==> config.mk <==
export PLATFORM = sky130hd
export DESIGN_NAME = sampleArbiter
export DESIGN_NICKNAME = d
export VERILOG_FILES = /design/src/rtl/flacCfgPkg.sv /design/src/rtl/flacTypesPkg.sv /design/src/rtl/sampleArbiter.sv
export SDC_FILE = /design/constraint.sdc
export NUM_CORES = 1
export LEC_CHECK = 0
export BUFFER_PORTS_ARGS = -buffer_cell sky130_fd_sc_hd__buf_4
export CORE_MARGIN = 5
export CORE_UTILIZATION = 25
export DETAILED_ROUTE_END_ITERATION = 10
export GPL_ROUTABILITY_DRIVEN = 0
export PLACE_DENSITY = 0.57
export SYNTH_ARGS = -nofsm -noshare
export SYNTH_HDL_FRONTEND = slang
export SYNTH_SLANG_ARGS = --single-unit
==> constraint.sdc <==
create_clock -name iClock -period 1.5 [get_ports iClock]
set_input_delay 0.15 -clock iClock [delete_from_list [all_inputs] [get_ports iClock]]
set_output_delay 0.15 -clock iClock [all_outputs]
set_load 0.01 [all_outputs]
==> src/rtl/flacCfgPkg.sv <==
package flacCfgPkg;

    ////////////////////////////////////////////////////////////////////////////
    // sample and coefficient dimensions
    ////////////////////////////////////////////////////////////////////////////

    // pcm sample width, also the width of warmups and residuals.
    localparam int sampleWidth = 16;
    // quantized coefficient width, arrives already sign-extended.
    localparam int coeffWidth = 32;
    // accumulator width, wide enough for twelve full products.
    localparam int accWidth = 64;

    // lpc order limits.
    localparam int maxOrder = 12;
    localparam int orderWidth = 4;
    // right shift applied to the predictor sum.
    localparam int shiftWidth = 5;

    ////////////////////////////////////////////////////////////////////////////
    // sample RAM
    ////////////////////////////////////////////////////////////////////////////

    // ring of decoded samples; depth is a power of two.
    localparam int ramDepth = 256;
    localparam int ramAddrWidth = 8;

endpackage
==> src/rtl/flacTypesPkg.sv <==
package flacTypesPkg;

    import flacCfgPkg::*;

    ////////////////////////////////////////////////////////////////////////////
    // subframe side
    ////////////////////////////////////////////////////////////////////////////

    // subframe configuration, sampled on the start pulse.
    typedef struct packed {
        logic [orderWidth-1:0] order;
        logic [shiftWidth-1:0] shift;
    } lpcCfgT;

    // warmup or residual as delivered by the parser.
    // upper half is padding and carries nothing.
    typedef struct packed {
        logic [coeffWidth-sampleWidth-1:0] pad;
        logic signed [sampleWidth-1:0] sample;
    } sampleWordT;

    // one parser word, read as a coefficient in the coefficient phase
    // and as a sample in the warmup and residual phases.
    typedef union packed {
        logic signed [coeffWidth-1:0] coeff;
        sampleWordT smp;
    } subframeWordT;

    ////////////////////////////////////////////////////////////////////////////
    // RAM side
    ////////////////////////////////////////////////////////////////////////////

    // address and data of one RAM access.
    typedef struct packed {
        logic [ramAddrWidth-1:0] addr;
        logic [sampleWidth-1:0] data;
    } ramWriteT;

    // merged command on the single RAM port.
    // at most one of the enables is high.
    typedef struct packed {
        logic writeEn;
        logic readEn;
        ramWriteT port;
    } ramReqT;

endpackage

==> src/rtl/sampleArbiter.sv <==
`timescale 1ns/1ps

module sampleArbiter
    import flacCfgPkg::*, flacTypesPkg::*;
(
    input  logic                          iClock,
    input  logic                          rstN,
    // writer side, the predictor.
    input  logic                          writeReq,
    input  logic signed [sampleWidth-1:0] writeData,
    output logic                          writeGrant,
    // reader side, the pcm streamer.
    input  logic                          readReq,
    input  logic [ramAddrWidth-1:0]       readAddr,
    output logic                          readGrant,
    // write pointer, also the fill mark seen by the reader.
    output logic [ramAddrWidth-1:0]       writeAddr,
    output ramReqT                        ramReq
);

    ////////////////////////////////////////////////////////////////////////////
    // fixed priority grant
    ////////////////////////////////////////////////////////////////////////////

    // writer always wins.
    // its request drops the cycle after the grant, so each grant is one cycle.
    assign writeGrant = writeReq;

    // reader only gets the port in a cycle without a write.
    assign readGrant = readReq & ~writeReq;

    ////////////////////////////////////////////////////////////////////////////
    // merged RAM command
    ////////////////////////////////////////////////////////////////////////////

    assign ramReq.writeEn = writeGrant;
    assign ramReq.readEn = readGrant;
    // address follows whoever holds the grant.
    assign ramReq.port.addr = writeGrant ? writeAddr : readAddr;
    // data only matters on a write.
    assign ramReq.port.data = writeData;

    ////////////////////////////////////////////////////////////////////////////
    // write pointer
    ////////////////////////////////////////////////////////////////////////////

    // advances once per granted write, wraps at ramDepth.
    always_ff @(posedge iClock or negedge rstN) begin
        if (!rstN) begin
            writeAddr <= '0;
        end else if (writeGrant) begin
            if (writeAddr == ramAddrWidth'(ramDepth - 1)) begin
                writeAddr <= '0;
            end else begin
                writeAddr <= writeAddr + 1'b1;
            end
        end
    end

endmodule

==> impl_metrics.ini <==
[job]
timing.max_cap.violations = 0

[final_layout]
final_core_util_pct = 31.5
drive_gt1_share_pct = 58.7
largest_reg_flops = 8
fillers = 263
antenna_cells = 0
area_delta_synth_final_pct = 23.8
largest_registers = writeAddr x8
max_flop_register = writeAddr
finalInstanceArea_um2 = 767
layout.nets = 106

[power]
ir_drop_v = 0.000424
p_leak_nw = 0.364
power.density_nw_per_um2 = 1380
power.total_mw = 1.06

[clocking]
clkLatencyLatePin_ns = 0.25
tritoncts = yes
htree_levels = 1
cts_sinks = 8
cts.clk_slew.worst_paths_ns = 0.06
cts-root-buf = clkbuf_4
cts_buffers = 3
clock_path_buffers = 2
postCtsSetupBuffers = 0

[yosys]
synth-seq-cells = 8
synthCells = 61
avgSynthCellArea_um2 = 10.2
ys_warn_count = 0
syn_area_um2 = 619
ys_seq_area_share_pct = 32.3
ys_types = 17
synthesis.nets = 90

[grt]
grt_pass1_wl_um = 1930
grt_antenna_before_repair = 0
grt_max_degree = 17
grt_pass1_vias = 436
track_usage_pct = 7.09
grt_overflow = 0

[setup_path]
cp-start-kind = register
endpoint_kind = register
crit_type = register to register
crit_fanout = 5
cp.arrival_ns = 1.47
cp.required_ns = 1.67

[die]
die-area_um2 = 3570
die_x_um = 59.8
die_y_um = 59.8
core-area_um2 = 2430
start_util_pct = 25.5
num_rows = 18
pin_count = 64

[detailed_routing]
viasPerCell = 4.22
dr.pass1.iters = 4
vias = 443
drt-total-wl_um = 1250
drt_iter0_drc = 13
drc = 0
wl_per_cell_um = 11.9
postRouteAntennaNets = 0

[sta]
relSlewSlack_pct = 85.1
finalWorstSetupSlack_ns = 0.201
final.setup.tns_ns = 0
max_freq_mhz = 770
rsz0062_at_grt = no
timing.clock.skew_ns = 0.00101
period_share_pct = 86.6
tightest_slew_ns = 0.223
fin_crit_ns = 1.30
report.final.slew_viol_count = 0
setup_viol = 0
hold_violations = 0

[place]
dpl.hpwl_um = 1060
place_area_um2 = 734
dp_slack_ns = 0.194
io_buffer_count = 31

[status]
status = complete, no violations

[min_path]
min_path_type = input port to async pin
## critical path, cell delays in order, from the launching register on
cell and delay (ns):
dfrtp_1 0.42, ha_1 0.23, and3_1 0.18, and3_1 0.23, nor3_2 0.17
## stage by stage
step                std cells  hold WS (ns)
global placement          101       -0.0249
CTS                       105         0.262
floorplan                  61        -0.146
global route              105         0.266
detailed placement        101       -0.0256
finish                    105         0.254
## logic make-up (layout without fill, tap and decap cells)
logic type	after synthesis	after routing	synth area share, %
buf+inv	21	35	25.0
simple gates	13	13	12.7
mux	10	10	18.0
flops	8	8	32.3
xor+xnor	5	5	7.07
compound gates	3	3	2.83
fa+ha+maj	1	1	2.02
## report_power, final
part / internal (mW) / switching (mW)
registers: 0.291 / 0.104
clock network: 0.0916 / 0.0733
logic: 0.299 / 0.203
## placed cells by master, fill, tap and decap left out, types with 2 or more instances in the layout
cell type,count
a21oi_1,2
and3_1,2
and4_1,2
buf_4,31
clkbuf_4,3
dfrtp_1,8
mux2_2,9
nand2_1,2
nor2_1,2
nor2b_1,2
xnor2_1,5
## synthesized netlist by cell type
| master | number | share of area [%] |
|---|---|---|
| dfrtp_1 | 8 | 32 |
| o211ai_1 | 1 | 1.2 |
| mux2i_1 | 1 | 1.6 |
| nand2b_1 | 1 | 1.0 |
| nor2b_1 | 2 | 2.0 |
| a21oi_1 | 2 | 1.6 |
| and3_1 | 2 | 2.0 |
| buf_2 | 1 | 0.81 |
| nand2_1 | 2 | 1.2 |
| nor3_2 | 1 | 1.6 |
| mux2_2 | 9 | 16 |
| xnor2_1 | 5 | 7.1 |
| ha_1 | 1 | 2.0 |
| nor2_1 | 2 | 1.2 |
| nand3_1 | 1 | 0.81 |
| and4_1 | 2 | 2.8 |
| buf_4 | 20 | 24 |
## what timing repair did
action / 4_1_cts / 5_1_grt
gates resized for setup: 0 / 0
hold buffers: 1 / 0
hold endpoints to repair: 8 / 0
## worst paths after layout
check | from | to | slack, ns | depth (start not counted)
setup / recovery | writeAddr[0] | writeAddr[5] | 0.20 | 4
hold reg to reg | writeAddr[6] | writeAddr[6] | 0.51 | 1
max in group asynchronous | rstN | writeAddr[1] | 1.12 | 2
setup reg to reg | writeAddr[0] | writeAddr[5] | 0.20 | 4
min in group iClock | writeReq | writeAddr[2] | 0.26 | 3
hold / removal | rstN | writeAddr[5] | 0.25 | 2
## routing by layer
metal  up-vias  global-route usage [%]  share of wire (%)
met1       211                    8.36                 33
li1        218                       -                  -
met2        10                    11.7                 56
met5         -                       0                  0
met3         4                    1.08                8.9
met4         0                    4.75                2.0
## layout make-up
cell class,count,area [um2],share of cell area [%]
Multi-Input combinational cell,32,264,34.4
Timing Repair Buffer,32,243,31.6
Sequential cell,8,200,26.1
Tap cell,30,37.5,4.89
Clock buffer,3,22.5,2.94
Power figures use the tool's default switching activity.
