## src/rtl/flacCfgPkg.sv

```systemverilog
package flacCfgPkg;

    ////////////////////////////////////////////////////////////////////////////
    // sample and coefficient dimensions
    ////////////////////////////////////////////////////////////////////////////

    // pcm sample width, also the width of warmups and residuals.
    localparam int sampleWidth = 16;
    // quantized coefficient width, arrives already sign-extended.
    localparam int coeffWidth = 32;
    // accumulator width, wide enough for twelve full products.
    localparam int accWidth = 64;

    // lpc order limits.
    localparam int maxOrder = 12;
    localparam int orderWidth = 4;
    // right shift applied to the predictor sum.
    localparam int shiftWidth = 5;

    ////////////////////////////////////////////////////////////////////////////
    // sample RAM
    ////////////////////////////////////////////////////////////////////////////

    // ring of decoded samples; depth is a power of two.
    localparam int ramDepth = 256;
    localparam int ramAddrWidth = 8;

endpackage
```

## src/rtl/flacTypesPkg.sv

```systemverilog
package flacTypesPkg;

    import flacCfgPkg::*;

    ////////////////////////////////////////////////////////////////////////////
    // subframe side
    ////////////////////////////////////////////////////////////////////////////

    // subframe configuration, sampled on the start pulse.
    typedef struct packed {
        logic [orderWidth-1:0] order;
        logic [shiftWidth-1:0] shift;
    } lpcCfgT;

    // warmup or residual as delivered by the parser.
    // upper half is padding and carries nothing.
    typedef struct packed {
        logic [coeffWidth-sampleWidth-1:0] pad;
        logic signed [sampleWidth-1:0] sample;
    } sampleWordT;

    // one parser word, read as a coefficient in the coefficient phase
    // and as a sample in the warmup and residual phases.
    typedef union packed {
        logic signed [coeffWidth-1:0] coeff;
        sampleWordT smp;
    } subframeWordT;

    ////////////////////////////////////////////////////////////////////////////
    // RAM side
    ////////////////////////////////////////////////////////////////////////////

    // address and data of one RAM access.
    typedef struct packed {
        logic [ramAddrWidth-1:0] addr;
        logic [sampleWidth-1:0] data;
    } ramWriteT;

    // merged command on the single RAM port.
    // at most one of the enables is high.
    typedef struct packed {
        logic writeEn;
        logic readEn;
        ramWriteT port;
    } ramReqT;

endpackage

```

## src/rtl/sampleRam.sv

```systemverilog
`timescale 1ns/1ps

module sampleRam
    import flacCfgPkg::*, flacTypesPkg::*;
(
    input  logic                          iClock,
    input  ramReqT                        ramReq,
    output logic signed [sampleWidth-1:0] readData
);

    // circular sample store, indexed by the arbiter's pointers.
    logic [sampleWidth-1:0] mem [ramDepth];

    // single port, write and read share the address.
    always_ff @(posedge iClock) begin
        if (ramReq.writeEn) begin
            mem[ramReq.port.addr] <= ramReq.port.data;
        end
    end

    // registered read.
    // data shows up the cycle after the read enable and then holds.
    always_ff @(posedge iClock) begin
        if (ramReq.readEn) begin
            readData <= mem[ramReq.port.addr];
        end
    end

endmodule

```

## config.mk

```make
export PLATFORM = sky130hd
export DESIGN_NAME = sampleRam
export DESIGN_NICKNAME = d
export VERILOG_FILES = /design/src/rtl/flacCfgPkg.sv /design/src/rtl/flacTypesPkg.sv /design/src/rtl/sampleRam.sv
export SDC_FILE = /design/constraint.sdc
export NUM_CORES = 2
export LEC_CHECK = 0
export ABC_CLOCK_PERIOD_IN_PS = 2600
export BUFFER_PORTS_ARGS = -buffer_cell sky130_fd_sc_hd__buf_2
export CORE_MARGIN = 2
export CORE_UTILIZATION = 57
export DETAILED_ROUTE_END_ITERATION = 8
export GPL_TIMING_DRIVEN = 0
export PLACE_DENSITY_LB_ADDON = 0.1
export SLEW_MARGIN = 20
export SYNTH_ARGS = -nofsm -noshare
export SYNTH_HDL_FRONTEND = slang
export SYNTH_SLANG_ARGS = --single-unit
```

## constraint.sdc

```tcl
create_clock -name iClock -period 2.6 [get_ports iClock]
set_input_delay 0.13 -clock iClock [delete_from_list [all_inputs] [get_ports iClock]]
set_output_delay 0.13 -clock iClock [all_outputs]
set_load 0.03 [all_outputs]
```

==> flow_metrics.py <==
metrics = {
    "clocking": {
        "root_buffer": "clkbuf_16",
        "cts_tree": "done",
        "cts_made_buffers": 405,
        "cts_sinks": 4112,
        "insertion_delay_ns": 0.97,
        "cts.htree.levels": 5,
        "clock_path_buffers": 4,
        "clkTransAtPathRegs_ns": 0.06,
    },
    "logic_synthesis": {
        "yosys_warnings": 0,
        "yosys.area.top_type": "edfxtp_1",
        "seq_area_frac_synth_pct": 79.4,
        "synthCells": 6727,
        "synth_area_per_cell_um2": 23.1,
        "synth_common_cells": "edfxtp_1, mux4_2, a22oi_1, a21oi_1, clkbuf_1",
        "ys_top_cells_by_area": "edfxtp_1, mux4_2, a22oi_1",
        "synth_top_area_share_pct": 79.4,
        "ys.flop_type": "edfxtp_1",
        "yosys.cell_count.top_type": "edfxtp_1",
        "synth_area_um2": 156000,
        "synth_cell_type_count": 21,
        "synth_edf_count": 4112,
        "synth_nets": 6754,
        "ys_seq_elements": 4112,
        "synth-async-reset-ratio_pct": 0,
    },
    "grt": {
        "grt_max_degree": 113,
        "grt.total_usage_pct": 32.2,
        "grt_pass1_wl_um": 609000,
        "globalRoute.totalOverflow": 0,
        "antenna_found_initial": 19,
        "grt_pass1_vias": 76262,
    },
    "die": {
        "die_h_um": 526,
        "die_area_um2": 277000,
        "start_util_pct": 57.4,
        "io_pins": 43,
        "rows": 191,
        "core_area_um2": 271000,
        "die_w_um": 526,
    },
    "sta": {
        "rsz0062_at_grt": "yes",
        "setup_viol": 194,
        "fin_ws_ns": -0.524,
        "skew_ns": 0.0360,
        "hold_viol": 0,
        "final-max-slew-violation-count": 0,
        "finalCritPeriodShare_pct": 120,
        "clock.fmax_mhz": 320,
        "worst_hold_slack_ns": 0.0997,
        "max-slew-margin-rel_pct": 13.9,
        "worst_pin_slew_ns": 1.29,
        "period_needed_ns": 3.12,
        "fin_tns_setup_ns": -10.13,
    },
    "layout": {
        "syn2layout_area_growth_pct": 16.9,
        "drive_gt1_share_pct": 34.3,
        "stdcell_area_um2": 182000,
        "fillers": 16871,
        "nets": 7557,
    },
    "worst_setup_path": {
        "reg2regPathDepth": 5,
        "cp_data_arrival_time_ns": 3.69,
        "start_kind": "input pin",
        "reg2reg_slack_ns": -0.42,
        "reg2reg_from": "mem[159][9]",
        "timing.rr.end": "readData[9]",
        "endpoint_kind": "register",
        "path_max_fanout": 10,
        "crit_start": "ramReq[18]",
        "crit_type": "in2reg",
        "timing.critical_path.to": "readData[1]",
        "required_ns": 3.17,
    },
    "detailed_routing": {
        "vias": 77877,
        "wl_um": 445000,
        "routedWlPerCell_um": 38.9,
        "dr.pass1.iters": 6,
        "drc_errors": 0,
        "drtIter0Drc": 12541,
        "antenna_left": 0,
        "vias_per_cell": 6.81,
    },
    "placed_design": {
        "numPortBuffers": 38,
        "dpl_cell_area_um2": 166000,
        "gp_congestion": 0.967,
        "hpwl_um": 294000,
    },
    "pwr": {
        "p_seq_share_pct": 53.0,
        "p_leak_nw": 56.1,
        "cellPowerDensity_nw_per_um2": 758,
        "switching_share_pct": 21.6,
        "p_int_mw": 108,
        "clkPwrFrac_pct": 41.5,
        "pwr-share-comb_pct": 5.4,
        "ir_drop_uv": 742,
        "p_switching_mw": 29.9,
        "power.total_mw": 138,
    },
    "run": {
        "cap_violations": 0,
    },
    "worst_hold_path": {
        "min_path_type": "in2reg",
    },
    "outcome": {
        "violations": "negative setup slack",
        "status": "finished, violations left",
    },
}
## metal layers
| metal | GRT usage (%) | part of all wire (%) | vias to the layer above |
|---|---|---|---|
| met2 | 49.0 | 47 | 4540 |
| met3 | 7.03 | 11 | 805 |
| met5 | 0 | 0.013 | - |
| li1 | - | - | 30730 |
| met4 | 14.0 | 5.0 | 10 |
| met1 | 45.7 | 37 | 41792 |
## flip-flops by register name (all words and copies together), names as in the netlist
name / cells
readData: 16
mem: 4096
## stage by stage
stage / setup WS (ns) / util (%) / cells
after global routing: -0.360 / 67.0 / 11431
after global placement: -5.46 / 59.1 / 10335
final: -0.524 / 67.0 / 11436
after CTS: -0.256 / 66.9 / 11420
after floorplan: -0.228 / - / 6727
after detailed placement: -3.48 / 61.1 / 10638
## timing repair
item	in CTS	in global routing
endpoints found under the hold margin	1768	2
setup buffers	35	3
hold buffers	17	1
cloned	0	1
resized for setup	493	106
setup endpoints to repair	4077	852
pin swaps	66	41
## cells in the final DEF (no fill, tap or decap), drive strengths merged
master       instances
nand4               16
a21oi              256
edfxtp            4112
or3                  1
nor2               232
bufinv              37
buf                546
clkbuf             744
clkinv             186
a22oi              512
diode               11
nand3               13
or2                  2
nor3                30
nor2b                7
nand2               28
nand2b               6
dlygate4sd3         18
clkinvlp             5
and2                 3
inv                 13
o41ai               64
mux4              1024
## worst max-delay path, cell delays in order
cell      delay (ns)
buf_2           0.35
nor2_4          0.05
buf_4           0.20
clkbuf_2        0.38
buf_16          0.29
clkbuf_1        0.37
a22oi_2         0.39
a21oi_1         0.23
o41ai_4         0.84
nand4_1         0.39
## layout make-up
type,instances,area [um2],share of cell area (%)
diodes,11,27.5,0.0151
clock buffers,492,10600,5.82
well taps,3570,4470,2.46
flip-flops and latches,4112,123000,67.9
plain buffers,418,2500,1.37
repair buffers,398,5470,3.01
clock inverters,240,2200,1.21
inverters,1,3.75,0.00206
multi-input cells,2194,33100,18.2
## power by group through the flow
stage          registers [mW]  logic (mW)  clock network (mW)
2_1_floorplan            74.6        3.15                   0
3_3_place_gp             74.9        6.57                   0
3_5_place_dp             74.6        7.02                   0
4_1_cts                  73.2        7.35                57.6
5_1_grt                  73.1        7.69                60.1
6_report                 73.2        7.48                57.3
## cells by family after synthesis
logic type	count (synthesis)	share of synthesized area, %
DFF	4112	79.4
muxes	1024	14.8
AOI/OAI and AO/OA	832	3.65
buffers and inverters	421	1.24
and+or+nand+nor	338	0.906
## how the worst min path moves through the flow
stage,from,to,slack (ns),depth (start not counted)
floorplan,ramReq[0],mem[0][0],0.23,0
global placement,readData[12],readData[12],0.62,1
detailed placement,ramReq[9],mem[173][9],0.58,1
CTS,ramReq[25],mem[161][7],0.04,3
global route,ramReq[25],mem[207][3],0.11,3
finish,ramReq[25],mem[207][3],0.1,3
(Power assumes the default switching activity.)
