## src/rtl/flacCfgPkg.sv

```systemverilog
package flacCfgPkg;

    ////////////////////////////////////////////////////////////////////////////
    // sample and coefficient dimensions
    ////////////////////////////////////////////////////////////////////////////

    // pcm sample width, also the width of warmups and residuals.
    localparam int sampleWidth = 16;
    // quantized coefficient width, arrives already sign-extended.
    localparam int coeffWidth = 32;
    // accumulator width, wide enough for twelve full products.
    localparam int accWidth = 64;

    // lpc order limits.
    localparam int maxOrder = 12;
    localparam int orderWidth = 4;
    // right shift applied to the predictor sum.
    localparam int shiftWidth = 5;

    ////////////////////////////////////////////////////////////////////////////
    // sample RAM
    ////////////////////////////////////////////////////////////////////////////

    // ring of decoded samples; depth is a power of two.
    localparam int ramDepth = 256;
    localparam int ramAddrWidth = 8;

endpackage
```

## src/rtl/flacTypesPkg.sv

```systemverilog
package flacTypesPkg;

    import flacCfgPkg::*;

    ////////////////////////////////////////////////////////////////////////////
    // subframe side
    ////////////////////////////////////////////////////////////////////////////

    // subframe configuration, sampled on the start pulse.
    typedef struct packed {
        logic [orderWidth-1:0] order;
        logic [shiftWidth-1:0] shift;
    } lpcCfgT;

    // warmup or residual as delivered by the parser.
    // upper half is padding and carries nothing.
    typedef struct packed {
        logic [coeffWidth-sampleWidth-1:0] pad;
        logic signed [sampleWidth-1:0] sample;
    } sampleWordT;

    // one parser word, read as a coefficient in the coefficient phase
    // and as a sample in the warmup and residual phases.
    typedef union packed {
        logic signed [coeffWidth-1:0] coeff;
        sampleWordT smp;
    } subframeWordT;

    ////////////////////////////////////////////////////////////////////////////
    // RAM side
    ////////////////////////////////////////////////////////////////////////////

    // address and data of one RAM access.
    typedef struct packed {
        logic [ramAddrWidth-1:0] addr;
        logic [sampleWidth-1:0] data;
    } ramWriteT;

    // merged command on the single RAM port.
    // at most one of the enables is high.
    typedef struct packed {
        logic writeEn;
        logic readEn;
        ramWriteT port;
    } ramReqT;

endpackage

```

## src/rtl/lpcPredictor.sv

```systemverilog
`timescale 1ns/1ps

module lpcPredictor
    import flacCfgPkg::*, flacTypesPkg::*;
(
    input  logic                          iClock,
    input  logic                          rstN,
    input  logic                          start,
    input  lpcCfgT                        cfg,
    input  logic                          wordValid,
    input  subframeWordT                  word,
    output logic                          busy,
    output logic                          writeReq,
    output logic signed [sampleWidth-1:0] writeData,
    input  logic                          writeGrant
);

    ////////////////////////////////////////////////////////////////////////////
    // state
    ////////////////////////////////////////////////////////////////////////////

    // phase of the current subframe.
    // phWrite is the shift, add and truncate cycle that issues the write.
    enum logic [2:0] {
        phIdle,
        phCoef,
        phWarm,
        phResWait,
        phMac,
        phWrite
    } phase;

    // configuration latched on start.
    lpcCfgT cfgQ;
    // word counter for the coefficient and warmup phases.
    logic [orderWidth-1:0] count;
    // tap index of the single multiplier.
    logic [orderWidth-1:0] tap;

    // coefficient k pairs with history k, history 0 being the newest sample.
    logic signed [coeffWidth-1:0] coeffs [maxOrder];
    logic signed [sampleWidth-1:0] history [maxOrder];

    logic signed [sampleWidth-1:0] residual;
    logic signed [accWidth-1:0] acc;

    logic signed [sampleWidth+coeffWidth-1:0] product;
    logic signed [accWidth-1:0] sumShifted;
    logic signed [accWidth-1:0] predSum;
    logic signed [sampleWidth-1:0] histIn;
    logic lastWord;
    logic accept;
    logic pushHist;

    ////////////////////////////////////////////////////////////////////////////
    // datapath
    ////////////////////////////////////////////////////////////////////////////

    // one multiplier stepped over the taps.
    // tap sits at zero while waiting, so the accept cycle does tap 0.
    assign product = history[tap] * coeffs[tap];

    // arithmetic shift keeps negative sums negative.
    assign sumShifted = acc >>> cfgQ.shift;
    assign predSum = sumShifted + accWidth'(residual);

    // warmups pass through, residuals get the prediction added.
    assign histIn = (phase == phWarm) ? word.smp.sample : predSum[sampleWidth-1:0];

    // last coefficient or warmup of the subframe.
    assign lastWord = (count == cfgQ.order - 1'b1);

    // a residual is only taken while busy is low.
    assign accept = !start && (phase == phResWait) && wordValid && !busy;

    // new sample into history and out to the RAM.
    assign pushHist = !start && (((phase == phWarm) && wordValid) || (phase == phWrite));

    ////////////////////////////////////////////////////////////////////////////
    // phase machine
    ////////////////////////////////////////////////////////////////////////////

    always_ff @(posedge iClock or negedge rstN) begin
        if (!rstN) begin
            phase <= phIdle;
            cfgQ <= '0;
            count <= '0;
            tap <= '0;
            busy <= 1'b0;
        end else if (start) begin
            // a start restarts from any phase.
            phase <= phCoef;
            cfgQ <= cfg;
            count <= '0;
            tap <= '0;
            busy <= 1'b1;
        end else begin
            case (phase)
                phCoef: begin
                    if (wordValid) begin
                        count <= lastWord ? '0 : count + 1'b1;
                        if (lastWord) begin
                            phase <= phWarm;
                        end
                    end
                end
                phWarm: begin
                    if (wordValid) begin
                        count <= lastWord ? '0 : count + 1'b1;
                        // busy stays up until the last warmup is written.
                        if (lastWord) begin
                            phase <= phResWait;
                        end
                    end
                end
                phResWait: begin
                    // pending write done, source may send the next residual.
                    if (writeGrant) begin
                        busy <= 1'b0;
                    end
                    if (accept) begin
                        busy <= 1'b1;
                        tap <= tap + 1'b1;
                        // order 1 has no taps left after the accept cycle.
                        phase <= (cfgQ.order == 1) ? phWrite : phMac;
                    end
                end
                phMac: begin
                    tap <= tap + 1'b1;
                    if (tap == cfgQ.order - 1'b1) begin
                        phase <= phWrite;
                    end
                end
                phWrite: begin
                    tap <= '0;
                    phase <= phResWait;
                end
                default: begin
                    phase <= phIdle;
                end
            endcase
        end
    end

    // write request is a level held until the arbiter grants it.
    always_ff @(posedge iClock or negedge rstN) begin
        if (!rstN) begin
            writeReq <= 1'b0;
        end else if (pushHist) begin
            writeReq <= 1'b1;
        end else if (writeGrant) begin
            writeReq <= 1'b0;
        end
    end

    ////////////////////////////////////////////////////////////////////////////
    // storage
    ////////////////////////////////////////////////////////////////////////////

    always_ff @(posedge iClock) begin
        if (!start && (phase == phCoef) && wordValid) begin
            coeffs[count] <= word.coeff;
        end
        // shift register, oldest sample falls off the end.
        if (pushHist) begin
            for (int i = maxOrder - 1; i > 0; i--) begin
                history[i] <= history[i-1];
            end
            history[0] <= histIn;
        end
    end

    // accumulator and payload registers.
    always_ff @(posedge iClock) begin
        if (accept) begin
            residual <= word.smp.sample;
            acc <= accWidth'(product);
        end else if (phase == phMac) begin
            acc <= acc + accWidth'(product);
        end
        // truncation to the sample width happens here.
        if (pushHist) begin
            writeData <= histIn;
        end
    end

endmodule

```

## config.mk

```make
export PLATFORM = sky130hd
export DESIGN_NAME = lpcPredictor
export DESIGN_NICKNAME = d
export VERILOG_FILES = /design/src/rtl/flacCfgPkg.sv /design/src/rtl/flacTypesPkg.sv /design/src/rtl/lpcPredictor.sv
export SDC_FILE = /design/constraint.sdc
export NUM_CORES = 2
export LEC_CHECK = 0
export BUFFER_PORTS_ARGS = -buffer_cell sky130_fd_sc_hd__buf_4
export CAP_MARGIN = 20
export CORE_UTILIZATION = 49
export CTS_BUF_LIST = sky130_fd_sc_hd__clkbuf_8
export DETAILED_ROUTE_END_ITERATION = 6
export PLACE_DENSITY = 0.63
export SYNTH_ARGS = -nofsm -noshare
export SYNTH_HDL_FRONTEND = slang
export SYNTH_SLANG_ARGS = --single-unit
```

## constraint.sdc

```tcl
create_clock -name iClock -period 12.51 [get_ports iClock]
set_input_delay 0.6255 -clock iClock [delete_from_list [all_inputs] [get_ports iClock]]
set_output_delay 0.6255 -clock iClock [all_outputs]
set_load 0.02 [all_outputs]
```

==> tab_implementation.tex <==
\begin{tabular}{lr}
\hline
Metric & Value \\
\hline
\multicolumn{2}{l}{\textbf{Outcome}} \\
Status & finished clean \\
\multicolumn{2}{l}{\textbf{Placed design}} \\
Worst setup timing slack at the placement stage & around 1.6 ns \\
Post-detail-place hpwl & 88,900 um \\
Final weighted congestion in routability-driven placement & slightly above 0.9 \\
Area after detailed placement & 49,800 um\^{}2 \\
Number of input and output port buffers inserted & between 60 and 70 \\
\# placed instances & approximately 5,200 \\
\multicolumn{2}{l}{\textbf{Global routing}} \\
Global routing usage on met1 & 0.353 \\
Via count of the first global-routing pass & roughly 32,000 \\
Antenna violations before repair & 2 \\
Total congestion overflow & 0 \\
Met2 layer usage reported by global route & 0.410 \\
Largest net degree at the start of global routing & between 70 and 80 \\
Global-route usage over all layers & 0.256 \\
Met3 Track Usage GR & 0.0382 \\
Wire length of the first global-routing pass & 189,000 um \\
Grt peak-use layer & met2 \\
\multicolumn{2}{l}{\textbf{Worst setup path}} \\
Gate family responsible for the most delay along the worst path & adder cells \\
WP data required & around 13 ns \\
Max FO, Critical Path & between 50 and 60 \\
WP buf/inv & 6 \\
Arrival time at the worst endpoint & 11.40 ns \\
Slowest cell on crit path & dfrtp\_4 \\
Critical path class & flop to flop \\
Element type at the critical path end & flop \\
Startpoint types & flop \\
Delay contributed by the slowest stage of the critical path & 0.72 ns \\
\multicolumn{2}{l}{\textbf{Synth}} \\
Part of the Yosys area used for sequential elements & 0.414 \\
Synth Area per Inst & about 12 um\^{}2 \\
Warning count from the yosys run & 0 \\
Post-synth ARST share & 0.0333 \\
Post-synth top area cell & edfxtp\_1 \\
Count of flip-flops with a built-in enable after synthesis & 639 \\
Share of the synthesized area in the top cell type & 0.402 \\
Post-synth design cell area & approximately 48,000 um\^{}2 \\
Synthesized netlist cell count & just under 4,000 \\
Syn Nets & approximately 4,700 \\
Number of synthesized register bits & roughly 660 \\
Ys flop type & edfxtp\_1 \\
Biggest area contributors in the synthesized netlist & edfxtp\_1, fa\_1, mux4\_2, ha\_1, inv\_1 \\
Cell variety after synth & 84 \\
\multicolumn{2}{l}{\textbf{Timing}} \\
Setup repair after global routing missed its margin & no \\
Final Cycle Share & 0.871 \\
Relative slew slack & 0.234 \\
Time the worst path needs with I/O delays and setup & roughly 11 ns \\
Count of final max-slew check failures & 0 \\
Clock tree skew after final layout & 0.0618 ns \\
Pin slew with the least headroom to its limit & $\sim$1.1 ns \\
Final critical-path setup slack & roughly 1.6 ns \\
Fmax & between 90 and 100 MHz \\
Total negative slack & 0 ns \\
Hold Fails Final Rpt & 0 \\
Number of setup violations in the final report & 0 \\
\multicolumn{2}{l}{\textbf{Route}} \\
Final antenna-violating net count & 0 \\
Routed WL per cell & 22.6 um \\
Total Routed Length & 122,000 um \\
Avg Vias per Cell & between 5 and 6 \\
Post-route DRC violation count & 0 \\
Number of DRC markers after the initial detailed-route iteration & $\sim$2,700 \\
Routed via count & $\sim$30,000 \\
Count of TritonRoute iterations in the first routing pass & 5 \\
\multicolumn{2}{l}{\textbf{Die}} \\
Initial Util & 0.494 \\
DIE HEIGHT & about 310 um \\
Core area & about 97,000 um\^{}2 \\
Overall die width & between 300 and 400 um \\
Number of placement rows & 114 \\
Top-level I/O count & 64 \\
Die Area & a little under 100,000 um\^{}2 \\
\multicolumn{2}{l}{\textbf{Layout}} \\
Number of standard cells in the final layout excluding fillers & about 5,400 \\
Area of all placed cells without fillers & just over 50,000 um\^{}2 \\
Total Nets Final & 4,745 \\
Top library cells by usage in the layout, fill and taps aside & edfxtp\_1, inv\_1, fa\_1 \\
Relative area change from synthesis to final layout & 8.65\% \\
Share of cells above drive strength 1 & 0.128 \\
Most common cell after layout, fill and taps aside & edfxtp\_1 \\
\multicolumn{2}{l}{\textbf{Clock network}} \\
CTS root buf & clkbuf\_8 \\
Clock-pin transition on the worst setup and hold timing paths & around 0.07 ns \\
CTS tree & yes \\
Max clock buf depth & 3 \\
Post-CTS repair timing setup buffer count & 0 \\
PostCTS Resize Cnt & 0 \\
Number of H-tree branching levels & 3 \\
Total clock sinks & about 660 \\
Clock network latency to the later pin of the worst-skew pair & approximately 0.8 ns \\
Num CTS Buffers & 108 \\
\multicolumn{2}{l}{\textbf{Job}} \\
Total of max-cap violations & 0 \\
\multicolumn{2}{l}{\textbf{Hold path}} \\
Min-delay worst type & input pin to flop \\
\hline
\end{tabular}
## synth_stat cells, drive strengths merged (3+ instances only)
cell    number
buf         49
ha         182
mux2i       89
nand2b      50
a211o        4
o31ai        7
nand3       32
and4         4
a211oi      14
xor2        39
or3         12
or2          8
inv        594
a21boi       4
a31oi        7
nand4       16
and3        12
o21a        41
o211ai      23
dfrtp       22
nor3        25
fa         482
o22ai        3
nor4         7
edfxtp     639
nor2       364
o21bai      13
clkbuf     126
nand2      402
nor2b       23
a21oi      157
mux2        28
xnor2       80
o41ai        5
mux4       160
a21o        39
o21ai      150
and2        10
## flip-flops by register name, summed over array words and instances, names as in the netlist
signal and cells:
coeffs 384, history 192, acc 47, residual 16, cfgQ 9, count 4, tap 4, phase 3
busy 1, writeReq 1
## cell type report
cell class	instances	area [um^2]
diodes	2	5.00
clock buffers	108	1490
multi-input cells	2529	25200
well taps	1276	1600
fillers	8225	44700
flip-flops and latches	661	19800
clock inverters	88	495
inverters	594	2230
repair buffers	141	1100
## path summary, 6_finish.rpt
kind	end	slack, ns	cells after the start	from
max in group asynchronous	tap[0]$_DFFE_PN0P_	11.84	2	rstN
hold reg to reg	history[6][14]$_DFFE_PP_	0.44	0	history[5][14]$_DFFE_PP_
hold / removal	cfgQ[5]$_DFFE_PN0P_	0.07	3	cfg[5]
min in group asynchronous	writeReq$_DFFE_PN0P_	0.32	2	rstN
setup / recovery	acc[44]$_DFFE_PP_	1.62	36	tap[0]$_DFFE_PN0P_
setup reg to reg	acc[44]$_DFFE_PP_	1.62	36	tap[0]$_DFFE_PN0P_
## metal layers
| metal | wire, um | vias to the layer above | part of all wire |
|---|---|---|---|
| met1 | 50600 | 15757 | 0.41 |
| met5 | 0 | - | 0 |
| met3 | 8750 | 222 | 0.072 |
| li1 | - | 13603 | - |
| met4 | 5170 | 0 | 0.042 |
| met2 | 57800 | 1106 | 0.47 |
## tightest hold or removal path: stages
cell     delay [ns]
buf_4          0.08
nand2_1        0.05
o21ai_0        0.06
## cell families (layout without fill, tap and decap cells)
kind of cell | count (synthesis) | in the layout | share of synthesized area
simple gates | 972 | 972 | 0.0868
buf+inv | 769 | 931 | 0.0616
fa+ha+maj | 664 | 664 | 0.250
flops | 661 | 661 | 0.414
compound gates | 497 | 497 | 0.0653
mux | 277 | 277 | 0.101
xor+xnor | 119 | 119 | 0.0220
other cells | 0 | 2 | 0
## timing repair
| item | in CTS | in global routing |
|---|---|---|
| endpoints found under the setup margin | 0 | 0 |
| endpoints found under the hold margin | 24 | 0 |
| hold buffers | 3 | 0 |
## through the flow
stage / hold slack (ns) / util
floorplan: 0.330 / -
global placement: 0.424 / 0.516
detailed placement: 0.428 / 0.516
CTS: 0.00812 / 0.537
global route: 0.0394 / 0.537
finish: 0.0698 / 0.537
Power is not shown: default switching activity piles up to over one toggle a cycle in this logic, so the estimate is an artifact.
