### src/rtl/flacCfgPkg.sv
package flacCfgPkg;

    ////////////////////////////////////////////////////////////////////////////
    // sample and coefficient dimensions
    ////////////////////////////////////////////////////////////////////////////

    // pcm sample width, also the width of warmups and residuals.
    localparam int sampleWidth = 16;
    // quantized coefficient width, arrives already sign-extended.
    localparam int coeffWidth = 32;
    // accumulator width, wide enough for twelve full products.
    localparam int accWidth = 64;

    // lpc order limits.
    localparam int maxOrder = 12;
    localparam int orderWidth = 4;
    // right shift applied to the predictor sum.
    localparam int shiftWidth = 5;

    ////////////////////////////////////////////////////////////////////////////
    // sample RAM
    ////////////////////////////////////////////////////////////////////////////

    // ring of decoded samples; depth is a power of two.
    localparam int ramDepth = 256;
    localparam int ramAddrWidth = 8;

endpackage
### src/rtl/pcmReader.sv
`timescale 1ns/1ps

module pcmReader
    import flacCfgPkg::*;
(
    input  logic                          iClock,
    input  logic                          rstN,
    input  logic [ramAddrWidth-1:0]       writeAddr,
    output logic                          readReq,
    output logic [ramAddrWidth-1:0]       readAddr,
    input  logic                          readGrant,
    input  logic signed [sampleWidth-1:0] readData,
    output logic                          pcmValid,
    output logic signed [sampleWidth-1:0] pcm
);

    // next sample to stream out.
    logic [ramAddrWidth-1:0] readPtr;
    // RAM data is valid in this cycle.
    logic dataPending;

    // unread samples exist whenever the pointers differ.
    assign readReq = (readPtr != writeAddr);
    assign readAddr = readPtr;

    ////////////////////////////////////////////////////////////////////////////
    // read pointer and output strobe
    ////////////////////////////////////////////////////////////////////////////

    always_ff @(posedge iClock or negedge rstN) begin
        if (!rstN) begin
            readPtr <= '0;
            dataPending <= 1'b0;
            pcmValid <= 1'b0;
        end else begin
            // wraps at ramDepth, same as the write pointer.
            if (readGrant) begin
                if (readPtr == ramAddrWidth'(ramDepth - 1)) begin
                    readPtr <= '0;
                end else begin
                    readPtr <= readPtr + 1'b1;
                end
            end
            dataPending <= readGrant;
            pcmValid <= dataPending;
        end
    end

    // pcm lines up with pcmValid.
    always_ff @(posedge iClock) begin
        if (dataPending) begin
            pcm <= readData;
        end
    end

endmodule

### config.mk
export PLATFORM = sky130hd
export DESIGN_NAME = pcmReader
export DESIGN_NICKNAME = d
export VERILOG_FILES = /design/src/rtl/flacCfgPkg.sv /design/src/rtl/pcmReader.sv
export SDC_FILE = /design/constraint.sdc
export NUM_CORES = 1
export LEC_CHECK = 0
export BUFFER_PORTS_ARGS = -buffer_cell sky130_fd_sc_hd__buf_4
export CORE_UTILIZATION = 35
export CTS_CLUSTER_DIAMETER = 100
export CTS_CLUSTER_SIZE = 25
export DETAILED_ROUTE_END_ITERATION = 6
export PLACE_DENSITY = 0.75
export SETUP_SLACK_MARGIN = 0.15
export SYNTH_ARGS = -nofsm -noshare
export SYNTH_HDL_FRONTEND = slang
export SYNTH_SLANG_ARGS = --single-unit
### constraint.sdc
create_clock -name iClock -period 1.4 [get_ports iClock]
set_clock_uncertainty 0.1 [all_clocks]
set_input_delay 0.14 -clock iClock [delete_from_list [all_inputs] [get_ports iClock]]
set_output_delay 0.14 -clock iClock [all_outputs]
set_load 0.05 [all_outputs]
==> impl_metrics.csv, run 1 <==
group,metric,value,unit
run_status,status,"finished, violations left",
run_status,violations,"setup timing",
floorplan,die_h,55.61,um
place,place.gp.congestion,0.7607,
synth,synth_nets,91,
pwr,switching_share,34.96,%
synth,syn_inst,63,
worst_setup_path,r2r_end,"readAddr[5]$_DFFE_PN0P_",
drt,wire_per_inst,14.87,um
drt,drc,0,
synth,avgSynthCellArea,15.97,um^2
drt,drt_iter0_drc,19,
cells_and_area,syn2layout_area_growth,109.2,%
drt,vias_per_cell,4.706,
synth,seq_area_frac_synth,72.64,%
synth,syn_area,1006,um^2
worst_setup_path,cp.arrival,1.57,ns
cells_and_area,antenna_cells,0,
flow_run,max_cap_violations,0,
pwr,p_total,0.003339,W
clock_tree,cts_tree,"built",
timing,setup_violations,9,
cells_and_area,fill_cells,149,
global_routing,antenna_found_initial,0,
timing,fin_hold_ws,0.07847,ns
worst_setup_path,cp_max_fo,2,
synth,synth_cell_types,21,
floorplan,core-area,2734,um^2
timing,timing.final.ws_setup,-0.4102,ns
worst_setup_path,r2r_cells,7,
pwr,p_sw,0.001167,W
clock_tree,cts_root_buf,"clkbuf_4",
cells_and_area,drive_gt1_share,63.19,%
timing,final.min_clock_period,1.810,ns
timing,fmax,552.4,MHz
timing,rsz0062_at_grt,"yes",
drt,firstDrtPassIters,3,
synth,synth_warnings,0,
worst_setup_path,critPathKind,"reg2out",
global_routing,grt_pass1_vias,885,
pwr,leakagePower,0.9370,nW
pwr,comb_power_share,53.9,%
timing,period_share,129.3,%
clock_tree,numCtsBuffers,3,
timing,hold_viol_final,0,
timing,relSlewSlack,76.67,%
worst_setup_path,r2r-start,"readAddr[1]$_DFFE_PN0P_",
clock_tree,clock_latency,0.32,ns
place,io_buffers,52,
drt,num_vias,913,
global_routing,grt_max_degree,16,
worst_setup_path,worstSetupStartpointType,"flip-flop",
pwr,seq_power_share,30.7,%
global_routing,grt_pass1_wl,4298,um
pwr,p_clk_share,15.4,%
synth,ys_ff_latch,26,
clock_tree,h-tree-depth,1,
floorplan,initial_core_util,36.80,%
timing,tightest_slew,0.3468,ns
clock_tree,cts.sinks,26,
drt,wl,2884,um
clock_tree,clockBufferDepth,2,
floorplan,fp-row-count,19,
floorplan,pin_count,53,
pwr,power_density,1586,nW/um^2
cells_and_area,instances_no_fill,194,
cells_and_area,nNetsFinal,192,
global_routing,grt-ovfl-total,0,
place,hpwlAfterDp,1597,um
place,pre_cts_ws,-0.006583,ns
worst_setup_path,crit_path_end_kind,"primary output",
min_path,hp-class,"in2async",
timing,slew_violations,0,
worst_setup_path,rrSetupSlack,-0.24,ns
drt,ant_nets,0,
floorplan,die_x,55.61,um
pwr,max-vdd-ir-drop,1.439,mV
place,place_inst,156,
pwr,internal-power,0.002172,W
worst_setup_path,crit_required,1.16,ns
floorplan,die_area,3092,um^2
clock_tree,clkSlewWorstSetupHoldPaths,0.14,ns
global_routing,globalRouteTotalUtil,18.05,%
[state kept, by name, summed over array words and instances, names as in the netlist]
name / cells
pcm: 16
dataPending: 1
readAddr: 8
pcmValid: 1
[metal layers]
layer	share of wire, %	track usage (%)	vias up
li1	-	-	435
met1	42	23.21	419
met2	49	30.12	53
met3	8.0	4.651	6
met4	1.8	5.357	0
met5	0	0	-
[cells in the mapped netlist]
cell type	instances	area, um^2
xor2_1	8	70.07
nor3b_1	1	7.510
ha_1	1	12.51
a211o_1	1	8.760
dfrtp_1	10	250.2
a21o_1	1	7.510
nor3_1	1	5.000
nand4_1	2	12.51
mux2_2	1	11.26
xnor2_1	4	35.03
and3_4	1	11.26
and4_1	2	17.52
edfxtp_1	16	480.5
nor4_1	2	12.51
nand2_1	4	15.01
inv_1	2	7.510
o21ai_0	2	10.01
a41o_1	1	10.01
a311oi_1	1	8.760
nand2b_1	1	6.260
a31oi_1	1	6.260
[metrics by stage]
| step | utilization [%] | setup TNS [ns] | area [um^2] |
|---|---|---|---|
| floorplan | - | -0.2416 | 1037 |
| global placement | 56.38 | 0 | 1541 |
| detailed placement | 56.38 | -0.006583 | 1541 |
| CTS | 71.12 | -1.145 | 1944 |
| global route | 76.98 | -2.091 | 2105 |
| finish | 76.98 | -1.632 | 2105 |
[cells by family (layout without fill, tap and decap cells)]
logic type | count (synthesis) | in the layout | synth area share [%]
DFF | 26 | 26 | 72.64
and+or+nand+nor | 14 | 14 | 8.706
xor gates and xnor gates | 12 | 12 | 10.45
AOI/OAI and AO/OA | 7 | 7 | 5.101
buffers and inverters | 2 | 102 | 0.7465
adders and majority gates | 1 | 1 | 1.244
muxes | 1 | 1 | 1.119
[final cells by class]
class,instances,area (um^2),share of cell area [%]
repair buffers,96,909.6,43.22
flip-flops and latches,26,740.7,35.20
multi-input cells,35,355.3,16.88
well taps,31,38.79,1.843
clock inverters,1,30.03,1.427
clock buffers,3,22.52,1.070
inverters,2,7.507,0.3567
[critical path, cell delays in order, from the launching register on]
cell and delay (ns):
dfrtp_2 0.46, xor2_1 0.18, nor4_1 0.33, nand2_2 0.12, buf_8 0.17
[placed cells by master, fill, tap and decap left out, drive strengths merged]
cell,count
o21ai,2
xnor2,4
mux2,1
a31oi,1
inv,2
nor3,1
a311oi,1
nand2,4
and4,2
a21o,1
a211o,1
xor2,8
nor4,2
nor3b,1
clkbuf,3
bufinv,1
buf,76
ha,1
dlygate4sd3,20
dfrtp,10
a41o,1
nand4,2
edfxtp,16
nand2b,1
and3,1
[power by group through the flow]
stage / combinational, W / clock, W / sequential, W
global route: 0.00188 / 0.000564 / 0.00104
finish: 0.00180 / 0.000515 / 0.00102
floorplan: 0.000228 / 0 / 0.00148
global placement: 0.00106 / 0 / 0.00105
detailed placement: 0.00107 / 0 / 0.00105
CTS: 0.00151 / 0.000525 / 0.00102
[timing repair]
item | in CTS | in global routing
pin swaps | 7 | 8
hold buffers | 18 | 2
cloned | 0 | 0
gates resized for setup | 31 | 12
endpoints found under the setup margin | 14 | 17
endpoints found under the hold margin | 28 | 1
buffers inserted | 5 | 9
[worst max path at each step]
stage | to | start | cells past startpoint | slack, ns
after floorplan | readReq | readAddr[3]$_DFFE_PN0P_ | 3 | -0.11
after global placement | readReq | readAddr[0]$_DFFE_PN0P_ | 4 | 0.02
after detailed placement | readReq | readAddr[3]$_DFFE_PN0P_ | 4 | -0.007
after CTS | readReq | readAddr[1]$_DFFE_PN0P_ | 4 | -0.35
after global routing | readReq | readAddr[6]$_DFFE_PN0P_ | 4 | -0.45
final | readReq | readAddr[7]$_DFFE_PN0P_ | 4 | -0.41
(Power assumes the default switching activity.)
==> run 2, diff against run 1 <==
Settings changed: CORE_UTILIZATION 35 to 25, PLACE_DENSITY 0.75 to 0.59, REMOVE_ABC_BUFFERS set to 1, SKIP_CTS_REPAIR_TIMING set to 1.
==> impl_metrics.csv, run 2 (synthesis gave the netlist of run 1 again) <==
group,metric,value,unit
place,io_buffers,52,
global_routing,globalRouteTotalUtil,10.48,%
clock_tree,cts_tree,"built",
floorplan,core-area,3771,um^2
pwr,power_density,1476,nW/um^2
global_routing,grt_max_degree,18,
run_status,status,"finished, violations left",
clock_tree,cts.sinks,26,
clock_tree,cts_root_buf,"clkbuf_8",
cells_and_area,antenna_cells,0,
timing,period_share,115.1,%
floorplan,initial_core_util,26.68,%
worst_setup_path,cp_max_fo,3,
drt,drc,0,
timing,relSlewSlack,84.08,%
clock_tree,numCtsBuffers,3,
worst_setup_path,cp.arrival,1.37,ns
pwr,leakagePower,0.8327,nW
floorplan,die_h,65.44,um
cells_and_area,syn2layout_area_growth,86.69,%
pwr,max-vdd-ir-drop,1.026,mV
cells_and_area,largest_register_ff_count,16,
drt,num_vias,852,
worst_setup_path,crit_required,1.16,ns
pwr,p_total,0.002773,W
timing,rsz0062_at_grt,"yes",
floorplan,pin_count,53,
timing,slew_violations,0,
global_routing,antenna_found_initial,0,
drt,vias_per_cell,4.239,
cells_and_area,final_common_cell,"buf_4",
clock_tree,h-tree-depth,1,
clock_tree,clockBufferDepth,2,
worst_setup_path,crit_path_end_kind,"primary output",
flow_run,max_cap_violations,0,
drt,wire_per_inst,12.31,um
floorplan,die_x,65.44,um
timing,timing.final.ws_setup,-0.2109,ns
timing,hold_viol_final,0,
run_status,violations,"setup timing",
worst_setup_path,worstSetupStartpointType,"flip-flop",
place,place.gp.congestion,0.7085,
floorplan,fp-row-count,22,
global_routing,grt_pass1_wl,3387,um
cells_and_area,drive_gt1_share,50.33,%
timing,setup_violations,2,
drt,ant_nets,0,
drt,firstDrtPassIters,2,
timing,fmax,620.8,MHz
min_path,hp-class,"in2reg",
worst_setup_path,critPathKind,"reg2out",
cells_and_area,final_cell_mix,"57 x buf_4, 18 x dlygate4sd3_1, 16 x edfxtp_1",
drt,wl,2474,um
drt,drt_iter0_drc,26,
cells_and_area,nNetsFinal,182,
floorplan,die_area,4282,um^2
global_routing,grt_pass1_vias,739,
global_routing,grt-ovfl-total,0,
cells_and_area,top_register,"pcm",
timing,final.min_clock_period,1.611,ns
timing,tightest_slew,0.2366,ns
cells_and_area,utilization,49.80,%
clock_tree,clock_latency,0.26,ns
clock_tree,clkSlewWorstSetupHoldPaths,0.09,ns
==> run 2: cell type report <==
cell class,instances,area [um^2]
clock inverters,1,3.754
well taps,48,60.06
multi-input cells,35,295.3
flip-flops and latches,26,730.7
fillers,330,1893
repair buffers,86,739.5
inverters,2,7.507
clock buffers,3,41.29
==> run 2: worst paths after layout <==
kind | to | cells after the start | slack [ns] | startpoint
worst max-delay path | readReq | 4 | -0.21 | readAddr[0]$_DFFE_PN0P_
worst min-delay path | readAddr[0]$_DFFE_PN0P_ | 2 | 0.009 | readGrant
worst max register to register | readAddr[5]$_DFFE_PN0P_ | 5 | -0.04 | readAddr[0]$_DFFE_PN0P_
worst min register to register | readAddr[6]$_DFFE_PN0P_ | 2 | 0.51 | readAddr[6]$_DFFE_PN0P_
max in group asynchronous | readAddr[7]$_DFFE_PN0P_ | 2 | 0.88 | rstN
min in group asynchronous | dataPending$_DFF_PN0_ | 2 | 0.17 | rstN
==> run 2: metal layers <==
metal | vias up | track usage (%) | wire (um) | part of all wire, %
met5 | - | 0 | 0 | 0
met4 | 0 | 3.261 | 4 | 0.16
met3 | 2 | 2.431 | 182 | 7.4
met2 | 39 | 16.88 | 1155 | 47
met1 | 393 | 13.86 | 1131 | 46
li1 | 418 | - | - | -
==> run 2: power breakdown <==
group | total [W] | internal (W) | switching, W
registers | 0.000997 | 0.000927 | 0.0000695
clock network | 0.000416 | 0.000196 | 0.000220
logic | 0.00136 | 0.000625 | 0.000735
total | 0.00277 | 0.00175 | 0.00102
==> run 2: metrics by stage <==
stage	cell area, um^2	hold WS, ns	TNS (ns)	setup slack, ns	instances
floorplan	1006	-0.2556	-1.533	-0.3441	63
global placement	1546	-0.1185	-0.03497	-0.03497	175
detailed placement	1546	-0.1169	-0.06091	-0.05427	175
CTS	1592	-0.4088	-0.3767	-0.3534	179
global route	1878	0.01843	-0.4204	-0.2871	201
finish	1878	0.008652	-0.2531	-0.2109	201
==> run 2: worst max-delay path, stage by stage (launching register included) <==
cell	delay [ns]
dfrtp_1	0.42
xor2_1	0.16
nor4_2	0.27
nand2_1	0.10
buf_6	0.16
==> run 3, diff against run 2 <==
==> constraint.sdc (replaced) <==
create_clock -name iClock -period 1.4 [get_ports iClock]
set_clock_uncertainty 0.1 [all_clocks]
set_input_delay 0 -clock iClock [delete_from_list [all_inputs] [get_ports iClock]]
set_output_delay 0 -clock iClock [all_outputs]
set_load 0.05 [all_outputs]
==> impl_metrics.csv, run 3 (synthesis gave the netlist of run 1 again) <==
group,metric,value,unit
clock_tree,h-tree-depth,1,
worst_setup_path,worstSetupStartpointType,"flip-flop",
drt,wire_per_inst,13.29,um
worst_setup_path,crit_required,1.30,ns
pwr,internal-power,0.001866,W
min_path,hp-class,"in2async",
drt,ant_nets,0,
pwr,max-vdd-ir-drop,0.8697,mV
drt,num_vias,852,
floorplan,die_area,4282,um^2
worst_setup_path,crit_buf_inv,1,
drt,firstDrtPassIters,4,
cells_and_area,largest_register_ff_count,16,
cells_and_area,final_area,1886,um^2
cells_and_area,syn2layout_area_growth,87.44,%
timing,tns,-0.1717,ns
clock_tree,clock_latency,0.27,ns
worst_setup_path,critPathTopFamily,"flip-flops",
pwr,seq_power_share,36.1,%
run_status,status,"finished, violations left",
global_routing,grt-ovfl-total,0,
worst_setup_path,cp.arrival,1.43,ns
timing,fmax,651.8,MHz
floorplan,initial_core_util,26.68,%
cells_and_area,final_cell_mix,"63 x buf_4, 18 x dlygate4sd3_1, 16 x edfxtp_1",
drt,drc,0,
clock_tree,numCtsBuffers,3,
pwr,comb_power_share,42.8,%
floorplan,die_x,65.44,um
cells_and_area,antenna_cells,0,
drt,drt_iter0_drc,27,
timing,final.min_clock_period,1.534,ns
cells_and_area,nNetsFinal,181,
clock_tree,cts.sinks,26,
worst_setup_path,worstPathCellList,"xor2_1 -> nor4_2 -> nand2_1 -> buf_6",
timing,setup_violations,2,
worst_setup_path,cp_max_fo,5,
timing,tightest_slew,0.2380,ns
floorplan,fp-row-count,22,
pwr,power_density,1545,nW/um^2
clock_tree,clockBufferDepth,2,
global_routing,grt_pass1_wl,3381,um
worst_setup_path,slowest_delay,0.45,ns
timing,hold_viol_final,0,
floorplan,die_h,65.44,um
cells_and_area,drive_gt1_share,55.92,%
clock_tree,clkSlewWorstSetupHoldPaths,0.09,ns
place,io_buffers,52,
timing,rsz0062_at_grt,"yes",
timing,period_share,109.6,%
floorplan,pin_count,53,
worst_setup_path,slowest_stage,"dfrtp_2",
cells_and_area,top_register,"pcm",
timing,relSlewSlack,84.00,%
pwr,p_clk_share,21.2,%
pwr,p_sw,0.001047,W
flow_run,max_cap_violations,0,
place,postPlaceCellArea,1494,um^2
floorplan,core-area,3771,um^2
drt,vias_per_cell,4.260,
pwr,switching_share,35.93,%
global_routing,grt_max_degree,18,
cells_and_area,final_common_cell,"buf_4",
global_routing,globalRouteTotalUtil,10.41,%
worst_setup_path,crit_path_end_kind,"primary output",
place,hpwlAfterDp,1694,um
global_routing,antenna_found_initial,0,
clock_tree,cts_root_buf,"clkbuf_8",
run_status,violations,"setup timing",
drt,wl,2657,um
clock_tree,cts_tree,"built",
timing,slew_violations,0,
place,place.gp.congestion,0.7134,
timing,timing.final.ws_setup,-0.1342,ns
global_routing,grt_pass1_vias,715,
worst_setup_path,critPathKind,"reg2out",
pwr,leakagePower,0.8313,nW
run 3: cell types whose count changed in the layout (fill, tap and decap cells not counted), sizes merged:
cell | previous run | this run
bufinv | 0 | 1
clkinv | 1 | 0
buf | 68 | 67
run 3: area by class of cell:
class | count | area [um^2]
Clock buffer | 3 | 41.29
Clock inverter | 1 | 30.03
Fill cell | 338 | 1886
Inverter | 2 | 7.507
Multi-Input combinational cell | 35 | 305.3
Sequential cell | 26 | 735.7
Tap cell | 48 | 60.06
Timing Repair Buffer | 85 | 705.7
run 3: path summary, 6_finish.rpt:
kind                                           end               startpoint  cells past startpoint  slack (ns)
max in group asynchronous  readAddr[6]$_DFFE_PN0P_                     rstN                      2        1.02
min in group iClock          dataPending$_DFF_PN0_                readGrant                      2        0.33
hold / removal                  pcmValid$_DFF_PN0_                     rstN                      2        0.02
setup / recovery                           readReq  readAddr[6]$_DFFE_PN0P_                      4       -0.13
setup reg to reg           readAddr[5]$_DFFE_PN0P_  readAddr[0]$_DFFE_PN0P_                      4       -0.04
hold reg to reg            readAddr[4]$_DFFE_PN0P_  readAddr[4]$_DFFE_PN0P_                      1        0.44
run 3: stage by stage:
| stage | instances | setup WS [ns] | hold slack (ns) | power [W] | util [%] |
|---|---|---|---|---|---|
| 2_1_floorplan | 63 | -0.3441 | -0.3956 | 0.001652 | - |
| 3_3_place_gp | 168 | 0.03112 | -0.2600 | 0.002011 | 39.62 |
| 3_5_place_dp | 168 | -0.01254 | -0.2582 | 0.002037 | 39.62 |
| 4_1_cts | 172 | -0.2531 | -0.5565 | 0.002647 | 41.51 |
| 5_1_grt | 200 | -0.2031 | 0.02990 | 0.003043 | 50.00 |
| 6_report | 200 | -0.1342 | 0.02213 | 0.002913 | 50.00 |
run 3: layer usage:
layer	vias up	share of wire, %	track usage (%)
met1	396	42	13.78
li1	413	-	-
met4	0	0.26	1.630
met2	41	50	16.37
met3	2	7.3	3.993
met5	-	0	0
run 3: worst register-to-register path, stage by stage (launching register included):
cell and delay [ns]:
dfrtp_1 0.43, ha_2 0.23, and3_4 0.24, a311oi_2 0.10
a211o_1 0.24
run 3: power by group through the flow:
stage	clock network, W	logic (W)	registers [W]
floorplan	0	0.000204	0.00145
global placement	0	0.000941	0.00107
detailed placement	0	0.000963	0.00107
CTS	0.000626	0.000964	0.00106
global route	0.000654	0.00132	0.00107
finish	0.000617	0.00125	0.00105
